$ cat src/jvm_config.svh
`ifndef JVM_CONFIG_SVH
`define JVM_CONFIG_SVH

// datapath word, matches the JVM int
`define WORD_W 32

// decoded ops that may wait between decoder and executor
`define QUEUE_DEPTH 4

// operand stack entries
`define STACK_DEPTH 16

// local variable array entries, index taken from the low bits of arg1
`define LVA_DEPTH 16

`endif

$ cat src/jvm_pkg.sv
`include "jvm_config.svh"

package jvm_pkg;

    // kept opcodes, standard JVM byte values
    typedef enum logic [7:0] {
        op_nop       = 8'h00,
        op_iconst_m1 = 8'h02, op_iconst_0 = 8'h03, op_iconst_1 = 8'h04,
        op_iconst_2  = 8'h05, op_iconst_3 = 8'h06, op_iconst_4 = 8'h07,
        op_iconst_5  = 8'h08,
        op_bipush    = 8'h10, op_sipush   = 8'h11,
        op_iload     = 8'h15,
        op_iload_0   = 8'h1a, op_iload_1  = 8'h1b, op_iload_2  = 8'h1c, op_iload_3  = 8'h1d,
        op_istore    = 8'h36,
        op_istore_0  = 8'h3b, op_istore_1 = 8'h3c, op_istore_2 = 8'h3d, op_istore_3 = 8'h3e,
        op_pop       = 8'h57,
        op_iadd      = 8'h60, op_isub     = 8'h64,
        op_iand      = 8'h7e, op_ior      = 8'h80, op_ixor     = 8'h82,
        op_ifeq      = 8'h99, op_ifne     = 8'h9a, op_iflt     = 8'h9b,
        op_ifge      = 8'h9c, op_ifgt     = 8'h9d, op_ifle     = 8'h9e,
        op_if_icmpeq = 8'h9f, op_if_icmpne = 8'ha0, op_if_icmplt = 8'ha1,
        op_if_icmpge = 8'ha2, op_if_icmpgt = 8'ha3, op_if_icmple = 8'ha4,
        op_goto      = 8'ha7
    } opcode_e;

    typedef struct packed {
        logic [7:0] arg1;
        logic [7:0] arg2;
    } arg_bytes_t;

    // same two bytes, literal/index view or branch offset view
    typedef union packed {
        arg_bytes_t         bytes;
        logic signed [15:0] offset;
    } instr_args_u;

    typedef struct packed {
        opcode_e     opcode;
        instr_args_u args;
    } instr_t;

    typedef enum logic [3:0] {
        push_const, push_arg, lva_read, lva_write, alu, cmp, goto_op, pop_op, nop_op
    } op_class_e;

    typedef enum logic [2:0] {
        alu_add, alu_sub, alu_and, alu_or, alu_xor
    } alu_op_e;

    // bit 3 set for the two-operand form, low bits pick the relation
    typedef enum logic [3:0] {
        cmp_eq  = 4'h0, cmp_ne  = 4'h1, cmp_lt  = 4'h2,
        cmp_ge  = 4'h3, cmp_gt  = 4'h4, cmp_le  = 4'h5,
        icmp_eq = 4'h8, icmp_ne = 4'h9, icmp_lt = 4'ha,
        icmp_ge = 4'hb, icmp_gt = 4'hc, icmp_le = 4'hd
    } cmp_e;

    typedef struct packed {
        op_class_e                      op_class;
        alu_op_e                        alu_op;
        cmp_e                           cmp;
        logic [`WORD_W-1:0]             imm;        // sign-extended push value
        logic [$clog2(`LVA_DEPTH)-1:0]  lva_index;
        logic [1:0]                     argc;       // argument bytes after the opcode
        instr_args_u                    args;
        logic                           illegal;
    } dec_op_t;

    typedef struct packed {
        logic [15:0]        pc_offset;
        logic               jump;
        logic               pushed;
        logic [`WORD_W-1:0] push_value;
        logic               illegal;
        logic               stack_error;
    } retire_t;

endpackage

$ cat src/eval_stack.sv
`timescale 1ns/10ps
`include "jvm_config.svh"

module eval_stack (
    input  logic                               clk,
    input  logic                               rst,
    input  logic                               push,
    input  logic                               pop,
    input  logic [`WORD_W-1:0]                 wdata,
    output logic [`WORD_W-1:0]                 top,
    output logic [$clog2(`STACK_DEPTH + 1)-1:0] depth
);

    localparam int PTR_W   = $clog2(`STACK_DEPTH);
    localparam int DEPTH_W = $clog2(`STACK_DEPTH + 1);

    logic [`WORD_W-1:0] mem [`STACK_DEPTH];
    logic [DEPTH_W-1:0] below;      // slot under the current top
    logic               do_push;
    logic               do_pop;

    assign do_push = push && depth != DEPTH_W'(`STACK_DEPTH);
    assign do_pop  = pop && depth != '0;
    assign below   = depth - DEPTH_W'(2);

    always_ff @(posedge clk) begin
        if (rst) begin
            depth <= '0;
        end else if (do_push) begin
            depth <= depth + 1'b1;
        end else if (do_pop) begin
            depth <= depth - 1'b1;
        end
    end

    // top mirrors mem[depth-1] so a pop reads it without a memory lookup
    always_ff @(posedge clk) begin
        if (do_push) begin
            mem[depth[PTR_W-1:0]] <= wdata;
            top                   <= wdata;
        end else if (do_pop) begin
            top <= (depth > DEPTH_W'(1)) ? mem[below[PTR_W-1:0]] : '0;
        end
    end

    a_push_pop_excl: assert property (@(posedge clk) disable iff (rst) !(push && pop))
        else $error("eval_stack push and pop in the same cycle");

endmodule

$ cat src/bc_alu.sv
`timescale 1ns/10ps
`include "jvm_config.svh"

module bc_alu import jvm_pkg::*; (
    input  logic [`WORD_W-1:0] a,
    input  logic [`WORD_W-1:0] b,
    input  alu_op_e            alu_op,
    input  cmp_e               cmp,
    output logic [`WORD_W-1:0] result,
    output logic               taken
);

    logic [`WORD_W-1:0] rhs;
    logic               eq;
    logic               lt;

    always_comb begin
        case (alu_op)
            alu_add: result = a + b;
            alu_sub: result = a - b;        // deeper operand minus top
            alu_and: result = a & b;
            alu_or:  result = a | b;
            alu_xor: result = a ^ b;
            default: result = '0;
        endcase
    end

    // ifxx forms compare against zero
    assign rhs = cmp[3] ? b : '0;
    assign eq  = a == rhs;
    assign lt  = $signed(a) < $signed(rhs);

    always_comb begin
        case (cmp_e'({1'b0, cmp[2:0]}))
            cmp_eq:  taken = eq;
            cmp_ne:  taken = !eq;
            cmp_lt:  taken = lt;
            cmp_ge:  taken = !lt;
            cmp_gt:  taken = !lt && !eq;
            cmp_le:  taken = lt || eq;
            default: taken = 1'b0;
        endcase
    end

endmodule

$ cat src/bc_decoder.sv
`timescale 1ns/10ps
`include "jvm_config.svh"

module bc_decoder import jvm_pkg::*; (
    input  logic    clk,
    input  logic    rst,
    input  logic    instr_valid,
    input  instr_t  instr,
    output logic    push_valid,
    output dec_op_t op
);

    localparam int IDX_W = $clog2(`LVA_DEPTH);

    dec_op_t d;

    always_comb begin
        d = '0;
        d.op_class  = nop_op;
        d.alu_op    = alu_add;
        d.cmp       = cmp_eq;
        d.args      = instr.args;
        d.lva_index = instr.args.bytes.arg1[IDX_W-1:0];    // long forms index by arg1
        case (instr.opcode)
            op_iconst_m1, op_iconst_0, op_iconst_1, op_iconst_2,
            op_iconst_3, op_iconst_4, op_iconst_5: begin
                d.op_class = push_const;
                d.imm      = `WORD_W'($signed(8'(instr.opcode - 8'h03)));  // m1 lands on -1
            end
            op_bipush: begin
                d.op_class = push_arg;
                d.argc     = 2'd1;
                d.imm      = `WORD_W'($signed(instr.args.bytes.arg1));
            end
            op_sipush: begin
                d.op_class = push_arg;
                d.argc     = 2'd2;
                d.imm      = `WORD_W'($signed({instr.args.bytes.arg1, instr.args.bytes.arg2}));
            end
            op_iload: begin
                d.op_class = lva_read;
                d.argc     = 2'd1;
            end
            op_iload_0, op_iload_1, op_iload_2, op_iload_3: begin
                d.op_class  = lva_read;
                d.lva_index = IDX_W'(instr.opcode - op_iload_0);
            end
            op_istore: begin
                d.op_class = lva_write;
                d.argc     = 2'd1;
            end
            op_istore_0, op_istore_1, op_istore_2, op_istore_3: begin
                d.op_class  = lva_write;
                d.lva_index = IDX_W'(instr.opcode - op_istore_0);
            end
            op_iadd: begin
                d.op_class = alu;
                d.alu_op   = alu_add;
            end
            op_isub: begin
                d.op_class = alu;
                d.alu_op   = alu_sub;
            end
            op_iand: begin
                d.op_class = alu;
                d.alu_op   = alu_and;
            end
            op_ior: begin
                d.op_class = alu;
                d.alu_op   = alu_or;
            end
            op_ixor: begin
                d.op_class = alu;
                d.alu_op   = alu_xor;
            end
            op_pop:  d.op_class = pop_op;
            op_ifeq, op_ifne, op_iflt, op_ifge, op_ifgt, op_ifle: begin
                d.op_class = cmp;
                d.argc     = 2'd2;
                d.cmp      = cmp_e'({1'b0, 3'(instr.opcode - op_ifeq)});
            end
            op_if_icmpeq, op_if_icmpne, op_if_icmplt,
            op_if_icmpge, op_if_icmpgt, op_if_icmple: begin
                d.op_class = cmp;
                d.argc     = 2'd2;
                d.cmp      = cmp_e'({1'b1, 3'(instr.opcode - op_if_icmpeq)});
            end
            op_goto: begin
                d.op_class = goto_op;
                d.argc     = 2'd2;
            end
            op_nop:  d.op_class = nop_op;
            default: d.illegal  = 1'b1;             // also invoke and return
        endcase
    end

    always_ff @(posedge clk) begin
        if (rst) begin
            push_valid <= 1'b0;
        end else begin
            push_valid <= instr_valid;
        end
    end

    always_ff @(posedge clk) begin
        if (instr_valid) begin
            op <= d;
        end
    end

endmodule

$ cat src/instr_queue.sv
`timescale 1ns/10ps
`include "jvm_config.svh"

module instr_queue import jvm_pkg::*; (
    input  logic    clk,
    input  logic    rst,
    input  logic    wr,
    input  dec_op_t wdata,
    input  logic    rd,
    output logic    head_valid,
    output dec_op_t head
);

    localparam int PTR_W = $clog2(`QUEUE_DEPTH);

    dec_op_t          mem [`QUEUE_DEPTH];
    logic [PTR_W-1:0] wr_ptr;
    logic [PTR_W-1:0] rd_ptr;
    logic [PTR_W:0]   count;
    logic             full;

    assign full       = count == (PTR_W + 1)'(`QUEUE_DEPTH);
    assign head_valid = count != '0;
    assign head       = mem[rd_ptr];

    always_ff @(posedge clk) begin
        if (wr) begin
            mem[wr_ptr] <= wdata;
        end
    end

    // pointers wrap on their own, depth is a power of two
    always_ff @(posedge clk) begin
        if (rst) begin
            wr_ptr <= '0;
            rd_ptr <= '0;
            count  <= '0;
        end else begin
            if (wr) wr_ptr <= wr_ptr + 1'b1;
            if (rd) rd_ptr <= rd_ptr + 1'b1;
            case ({wr, rd})
                2'b10:   count <= count + 1'b1;
                2'b01:   count <= count - 1'b1;
                default: count <= count;
            endcase
        end
    end

    // caller keeps at most QUEUE_DEPTH instructions in flight
    a_no_overflow: assert property (@(posedge clk) disable iff (rst) wr |-> !full)
        else $error("instr_queue written while full");

    a_no_underflow: assert property (@(posedge clk) disable iff (rst) rd |-> head_valid)
        else $error("instr_queue read while empty");

endmodule

$ cat src/bc_execute.sv
`timescale 1ns/10ps
`include "jvm_config.svh"

module bc_execute import jvm_pkg::*; (
    input  logic    clk,
    input  logic    rst,
    input  logic    head_valid,
    input  dec_op_t head,
    output logic    pop,
    output logic    retire_valid,
    output retire_t retire
);

    localparam int DEPTH_W = $clog2(`STACK_DEPTH + 1);

    typedef enum logic [2:0] {
        s_idle, s_pop_b, s_pop_a, s_exec, s_push, s_retire
    } state_e;

    state_e             state;
    dec_op_t            op;             // op being executed
    logic [`WORD_W-1:0] a;              // deeper operand, or the only one
    logic [`WORD_W-1:0] b;              // top of stack for two-operand ops
    logic [`WORD_W-1:0] value;          // result waiting to be pushed
    logic               jump;
    logic               pushed;
    logic               stack_error;
    logic [`WORD_W-1:0] lva [`LVA_DEPTH];
    logic               stk_push;
    logic               stk_pop;
    logic               stk_empty;
    logic               stk_full;
    logic [`WORD_W-1:0] stk_top;
    logic [DEPTH_W-1:0] stk_depth;
    logic [`WORD_W-1:0] alu_result;
    logic               taken;

    eval_stack eval_stack_inst (
        .clk   (clk),
        .rst   (rst),
        .push  (stk_push),
        .pop   (stk_pop),
        .wdata (value),
        .top   (stk_top),
        .depth (stk_depth)
    );

    bc_alu bc_alu_inst (
        .a      (a),
        .b      (b),
        .alu_op (op.alu_op),
        .cmp    (op.cmp),
        .result (alu_result),
        .taken  (taken)
    );

    assign pop       = state == s_idle && head_valid;
    assign stk_empty = stk_depth == '0;
    assign stk_full  = stk_depth == DEPTH_W'(`STACK_DEPTH);
    assign stk_pop   = (state == s_pop_b || state == s_pop_a) && !stk_empty;
    assign stk_push  = state == s_push && !stk_full;

    always_ff @(posedge clk) begin
        if (rst) begin
            state       <= s_idle;
            jump        <= 1'b0;
            pushed      <= 1'b0;
            stack_error <= 1'b0;
        end else begin
            case (state)
                s_idle: if (head_valid) begin
                    jump        <= head.op_class == goto_op;
                    pushed      <= 1'b0;
                    stack_error <= 1'b0;
                    case (head.op_class)
                        push_const, push_arg, lva_read: state <= s_push;
                        alu:                state <= s_pop_b;
                        cmp:                state <= head.cmp[3] ? s_pop_b : s_pop_a;
                        lva_write, pop_op:  state <= s_pop_a;
                        default:            state <= s_retire;     // goto, nop, illegal
                    endcase
                end
                s_pop_b: begin
                    if (stk_empty) stack_error <= 1'b1;
                    state <= s_pop_a;
                end
                s_pop_a: begin
                    if (stk_empty) stack_error <= 1'b1;
                    state <= s_exec;
                end
                s_exec: begin
                    if (op.op_class == cmp) jump <= taken;
                    state <= (op.op_class == alu) ? s_push : s_retire;
                end
                s_push: begin
                    if (stk_full) stack_error <= 1'b1;
                    else pushed <= 1'b1;
                    state <= s_retire;
                end
                default: state <= s_idle;
            endcase
        end
    end

    always_ff @(posedge clk) begin
        if (pop) begin
            op    <= head;
            value <= (head.op_class == lva_read) ? lva[head.lva_index] : head.imm;
        end
        if (state == s_pop_b) b <= stk_empty ? '0 : stk_top;
        if (state == s_pop_a) a <= stk_empty ? '0 : stk_top;
        if (state == s_exec && op.op_class == alu) value <= alu_result;
    end

    always_ff @(posedge clk) begin
        if (rst) begin
            for (int i = 0; i < `LVA_DEPTH; i++) begin
                lva[i] <= '0;
            end
        end else if (state == s_exec && op.op_class == lva_write) begin
            lva[op.lva_index] <= a;
        end
    end

    assign retire_valid = state == s_retire;

    always_comb begin
        if (op.illegal) begin
            retire.pc_offset = 16'd1;
        end else if (jump) begin
            retire.pc_offset = op.args.offset;
        end else begin
            retire.pc_offset = 16'(op.argc) + 16'd1;
        end
        retire.jump        = jump;
        retire.pushed      = pushed;
        retire.push_value  = pushed ? value : '0;
        retire.illegal     = op.illegal;
        retire.stack_error = stack_error;
    end

endmodule

$ cat src/jvm_core.sv
`timescale 1ns/10ps

module jvm_core import jvm_pkg::*; (
    input  logic    clk,
    input  logic    rst,
    input  logic    instr_valid,
    input  instr_t  instr,
    output logic    retire_valid,
    output retire_t retire
);

    logic    dec_valid;
    dec_op_t dec_op;
    logic    head_valid;
    dec_op_t head;
    logic    head_pop;

    bc_decoder bc_decoder_inst (
        .clk         (clk),
        .rst         (rst),
        .instr_valid (instr_valid),
        .instr       (instr),
        .push_valid  (dec_valid),
        .op          (dec_op)
    );

    // absorbs the variable executor latency
    instr_queue instr_queue_inst (
        .clk        (clk),
        .rst        (rst),
        .wr         (dec_valid),
        .wdata      (dec_op),
        .rd         (head_pop),
        .head_valid (head_valid),
        .head       (head)
    );

    bc_execute bc_execute_inst (
        .clk          (clk),
        .rst          (rst),
        .head_valid   (head_valid),
        .head         (head),
        .pop          (head_pop),
        .retire_valid (retire_valid),
        .retire       (retire)
    );

endmodule

$ cat config.mk
export PLATFORM = sky130hd
export DESIGN_NAME = jvm_core
export DESIGN_NICKNAME = d
export VERILOG_FILES = /design/src/jvm_pkg.sv /design/src/eval_stack.sv /design/src/bc_alu.sv /design/src/bc_decoder.sv /design/src/instr_queue.sv /design/src/bc_execute.sv /design/src/jvm_core.sv
export VERILOG_INCLUDE_DIRS = /design/src
export SDC_FILE = /design/constraint.sdc
export NUM_CORES = 2
export LEC_CHECK = 0
export BUFFER_PORTS_ARGS = -buffer_cell sky130_fd_sc_hd__buf_2
export CELL_PAD_IN_SITES_DETAIL_PLACEMENT = 1
export CELL_PAD_IN_SITES_GLOBAL_PLACEMENT = 2
export CORE_AREA = 5 5 393 395
export DETAILED_ROUTE_END_ITERATION = 8
export DIE_AREA = 0 0 398 400
export GPL_TIMING_DRIVEN = 1
export PLACE_DENSITY = 0.85
export SETUP_SLACK_MARGIN = 0.02
export SYNTH_ARGS = -nofsm -noshare
export SYNTH_HDL_FRONTEND = slang
export SYNTH_HIERARCHICAL = 1
export SYNTH_SLANG_ARGS = --single-unit
$ cat constraint.sdc
create_clock -name clk -period 9.4 [get_ports clk]
set_clock_uncertainty 0.15 [all_clocks]
set_input_delay 0.47 -clock clk [delete_from_list [all_inputs] [get_ports clk]]
set_output_delay 0.47 -clock clk [all_outputs]
set_load 0.01 [all_outputs]
==> results.py <==
metrics = {
    "hold_path": {
        "hp-class": "input pin to register",
    },
    "timing": {
        "grt_setup_unrepaired": "no",
        "finalCriticalPeriod_ns": 6.20,
        "setup_viol": 0,
        "tns_ns": 0,
        "finalCritPeriodShare": 0.660,
        "worst_slew_pin_slew_ns": 1.19,
        "max_freq_mhz": 161,
        "hold_viol": 0,
        "finalWorstSetupSlack_ns": 3.20,
        "slew_violations": 0,
        "relSlewSlack": 0.203,
    },
    "final_layout": {
        "nFillCells": 14100,
        "postLayoutCellArea_mm2": 0.0750,
        "area_growth_pct": 11.3,
        "layout-drive-gt1-share": 0.184,
        "post-route-util": 0.497,
        "nets": 4336,
    },
    "synth": {
        "ys_async_sr_fraction": 0,
        "ys_seq_elements": 1521,
        "synthCells": 4086,
        "syn-num-nets": 4263,
        "ys_seq_area_frac": 0.675,
        "syn_area_mm2": 0.0674,
        "synth_edf_count": 1500,
        "postSynthAreaPerCell_um2": 16.5,
        "synth-main-ff-cell": "edfxtp_1",
        "ys_warn_count": 6,
        "synth.distinct_cells": 98,
    },
    "floorplanning": {
        "row_count": 143,
        "start_util": 0.447,
        "core-area_mm2": 0.151,
        "die_w_um": 398,
        "dieArea_mm2": 0.159,
        "ios": 80,
        "fp.dieH_um": 400,
    },
    "global_routing": {
        "first_global_vias": 40100,
        "grt-ovfl-total": 0,
        "grt_max_degree": 104,
        "antenna_found_initial": 10,
        "grt_pass1_wl_um": 277000,
        "grt_usage": 0.238,
    },
    "clock_network": {
        "clock-sinks": 1521,
        "cts_setup_buffers": 0,
        "cts_root_buf": "clkbuf_16",
        "cts_buffers": 156,
        "path_clk_slew_ns": 0.06,
        "cts_resized": 0,
        "clock_path_buffers": 3,
        "worstSkewPairLatency_ns": 0.81,
        "htreeDepth": 4,
        "tritoncts": "done",
    },
    "place": {
        "port_buffers": 79,
        "placed_cell_area_mm2": 0.0698,
        "pre_cts_ws_ns": 3.31,
        "gp_congestion": 0.889,
        "hpwlAfterDp_um": 116000,
    },
    "pwr": {
        "seqPwrFrac": 0.472,
        "combPwrFrac": 0.214,
        "p_int_uw": 13200,
        "p_switching_uw": 6150,
        "pwr-share-clk": 0.314,
        "peakVddDrop_mv": 0.200,
        "p_per_area_mw_per_mm2": 258,
        "swShare": 0.318,
        "fin_total_pwr_uw": 19400,
        "p_leak_uw": 0.0254,
    },
    "setup_path": {
        "worstSetupPathType": "register to register",
        "startpoint_type": "register",
        "cp.required_ns": 9.85,
        "path_max_fanout": 37,
        "cp-end-kind": "register",
        "worstPathArrival_ns": 6.65,
    },
    "flow_run": {
        "max_cap_violations": 0,
    },
    "route": {
        "dr.pass1.iters": 5,
        "ant_nets": 0,
        "wl_um": 189000,
        "wire_per_inst_um": 29.9,
        "drc": 0,
        "dr_total_vias": 37900,
        "viasPerCell": 6.00,
        "drt_iter0_markers": 4165,
    },
    "run_status": {
        "status": "complete, no violations",
    },
}
[area by class of cell]
class,instances,area (um2),area share
inverter,102,383,0.00511
multi-input combinational,2188,20300,0.271
tap,2030,2540,0.0339
timing repair buffer,190,1300,0.0174
antenna,1,2.50,0.0000334
clock buffer,195,4090,0.0546
clock inverter,88,856,0.0114
sequential,1521,45500,0.607
[synth_stat cells, types with 10 or more instances]
cell type,number,area [um2]
a211oi_1,90,676
a21o_1,27,203
a21oi_1,79,395
a22oi_1,10,75.1
a31oi_1,15,93.8
and2_1,567,3550
and3_1,12,75.1
buf_2,87,435
buf_4,33,248
buf_6,19,214
clkbuf_1,129,484
dfxtp_1,21,420
edfxtp_1,1500,45000
ha_1,147,1840
inv_1,100,375
mux2i_1,44,440
mux4_2,317,7140
nand2_1,150,563
nand2b_1,20,125
nand3_1,22,110
nand4_1,13,81.3
nor2_1,100,375
nor2b_1,78,488
nor3_1,28,140
o21ai_0,73,365
o22ai_1,101,632
o31ai_1,44,330
or2_2,20,125
xnor2_1,51,447
xor2_1,14,123
[registers in the layout, indices dropped and copies added (netlist names), 3 cells and up, named ones only]
signal / flops
bc_execute_inst/eval_stack_inst/depth: 5
bc_execute_inst/op: 33
instr_queue_inst/count: 3
instr_queue_inst/mem: 264
bc_execute_inst/state: 3
bc_execute_inst/eval_stack_inst/mem: 512
bc_execute_inst/b: 32
bc_execute_inst/value: 32
bc_execute_inst/a: 32
bc_decoder_inst/op: 50
bc_execute_inst/lva: 512
bc_execute_inst/eval_stack_inst/top: 32
[power groups by stage]
stage / logic [uW] / registers [uW] / clock network [uW]
finish: 4140 / 9130 / 6080
floorplan: 2770 / 8790 / 0
CTS: 4120 / 9100 / 6150
global route: 4420 / 9180 / 6490
detailed placement: 4070 / 9230 / 0
global placement: 3990 / 9170 / 0
[what timing repair did]
action                                 4_1_cts  5_1_grt
hold buffers                                19        0
setup endpoints to repair                    0        0
endpoints found under the hold margin       36        0
[routing by layer]
metal,wire length (um),part of all wire,global-route usage
met1,76900,0.41,0.324
met3,13200,0.070,0.0379
met5,0,0,0
met4,7160,0.038,0.0898
met2,91700,0.49,0.390
[logic make-up (layout without fill, tap and decap cells)]
| logic type | count (synthesis) | count (layout) | synth area share |
|---|---|---|---|
| buf+inv | 377 | 575 | 0.0268 |
| xor+xnor | 65 | 65 | 0.00845 |
| flops | 1521 | 1521 | 0.675 |
| simple gates | 1093 | 1093 | 0.0962 |
| fa+ha+maj | 150 | 150 | 0.0282 |
| mux | 367 | 367 | 0.114 |
| other cells | 0 | 1 | 0 |
| compound gates | 513 | 513 | 0.0515 |
[placed cells by master (no fill, tap or decap), types with 9 or more instances in the layout]
cell type      Yosys  layout
o22ai_1          101     101
dfxtp_1           21      17
mux4_2           317     314
or2_2             20      20
and2_1           567     563
buf_2             87      79
clkinv_2           0      18
nor3_1            28      26
xnor2_1           51      51
nand2b_1          20      20
o31ai_1           44      44
dlygate4sd3_1      0      19
ha_1             147     147
inv_1            100      98
nand3_1           22      22
a221o_1            9       9
clkbuf_1         129      37
a22oi_1           10      10
clkinv_1           1      44
nor2_1           100      88
a21o_1            27      27
nand4_1           13      13
xor2_1            14      14
buf_4             33      90
bufinv_16          0      10
o21ai_0           73      73
and3_1            12       9
nor2_4             1      13
nor3_4             9       9
nor2b_1           78      77
edfxtp_1        1500    1500
mux2i_1           44      44
a211oi_1          90      90
nand2_1          150     149
a31oi_1           15      15
clkbuf_16          0     158
a21oi_1           79      79
[final timing paths]
| path | cells past startpoint | startpoint | slack (ns) | endpoint |
|---|---|---|---|---|
| worst max register to register | 15 | bc_execute_inst/op[59] | 3.20 | bc_execute_inst/value[29] |
| worst min-delay path | 2 | instr[21] | 0.08 | bc_decoder_inst/op[61] |
| worst min register to register | 0 | bc_decoder_inst/op[18] | 0.31 | instr_queue_inst/mem[1][18] |
| worst max-delay path | 15 | bc_execute_inst/op[59] | 3.20 | bc_execute_inst/value[29] |
[critical path, stage by stage (launching register included)]
cell	delay (ns)
edfxtp_1	0.32
buf_4	0.40
clkinv_1	0.87
nor2_1	1.04
nor2_1	0.14
xnor2_1	0.19
ha_1	0.38
o2111ai_1	0.21
a2111oi_2	0.60
nor4_1	0.16
o31ai_1	0.56
a21oi_1	0.20
xor2_1	0.18
o221ai_1	0.19
o22ai_1	0.13
a211oi_1	0.26
[stage by stage]
stage | hold slack (ns) | cells
after floorplan | 0.282 | 4086
after global placement | 0.315 | 6012
after detailed placement | 0.335 | 6012
after CTS | 0.00651 | 6314
after global routing | 0.0782 | 6314
final | 0.0813 | 6315
No activity file was read; power rests on OpenSTA's default activity.
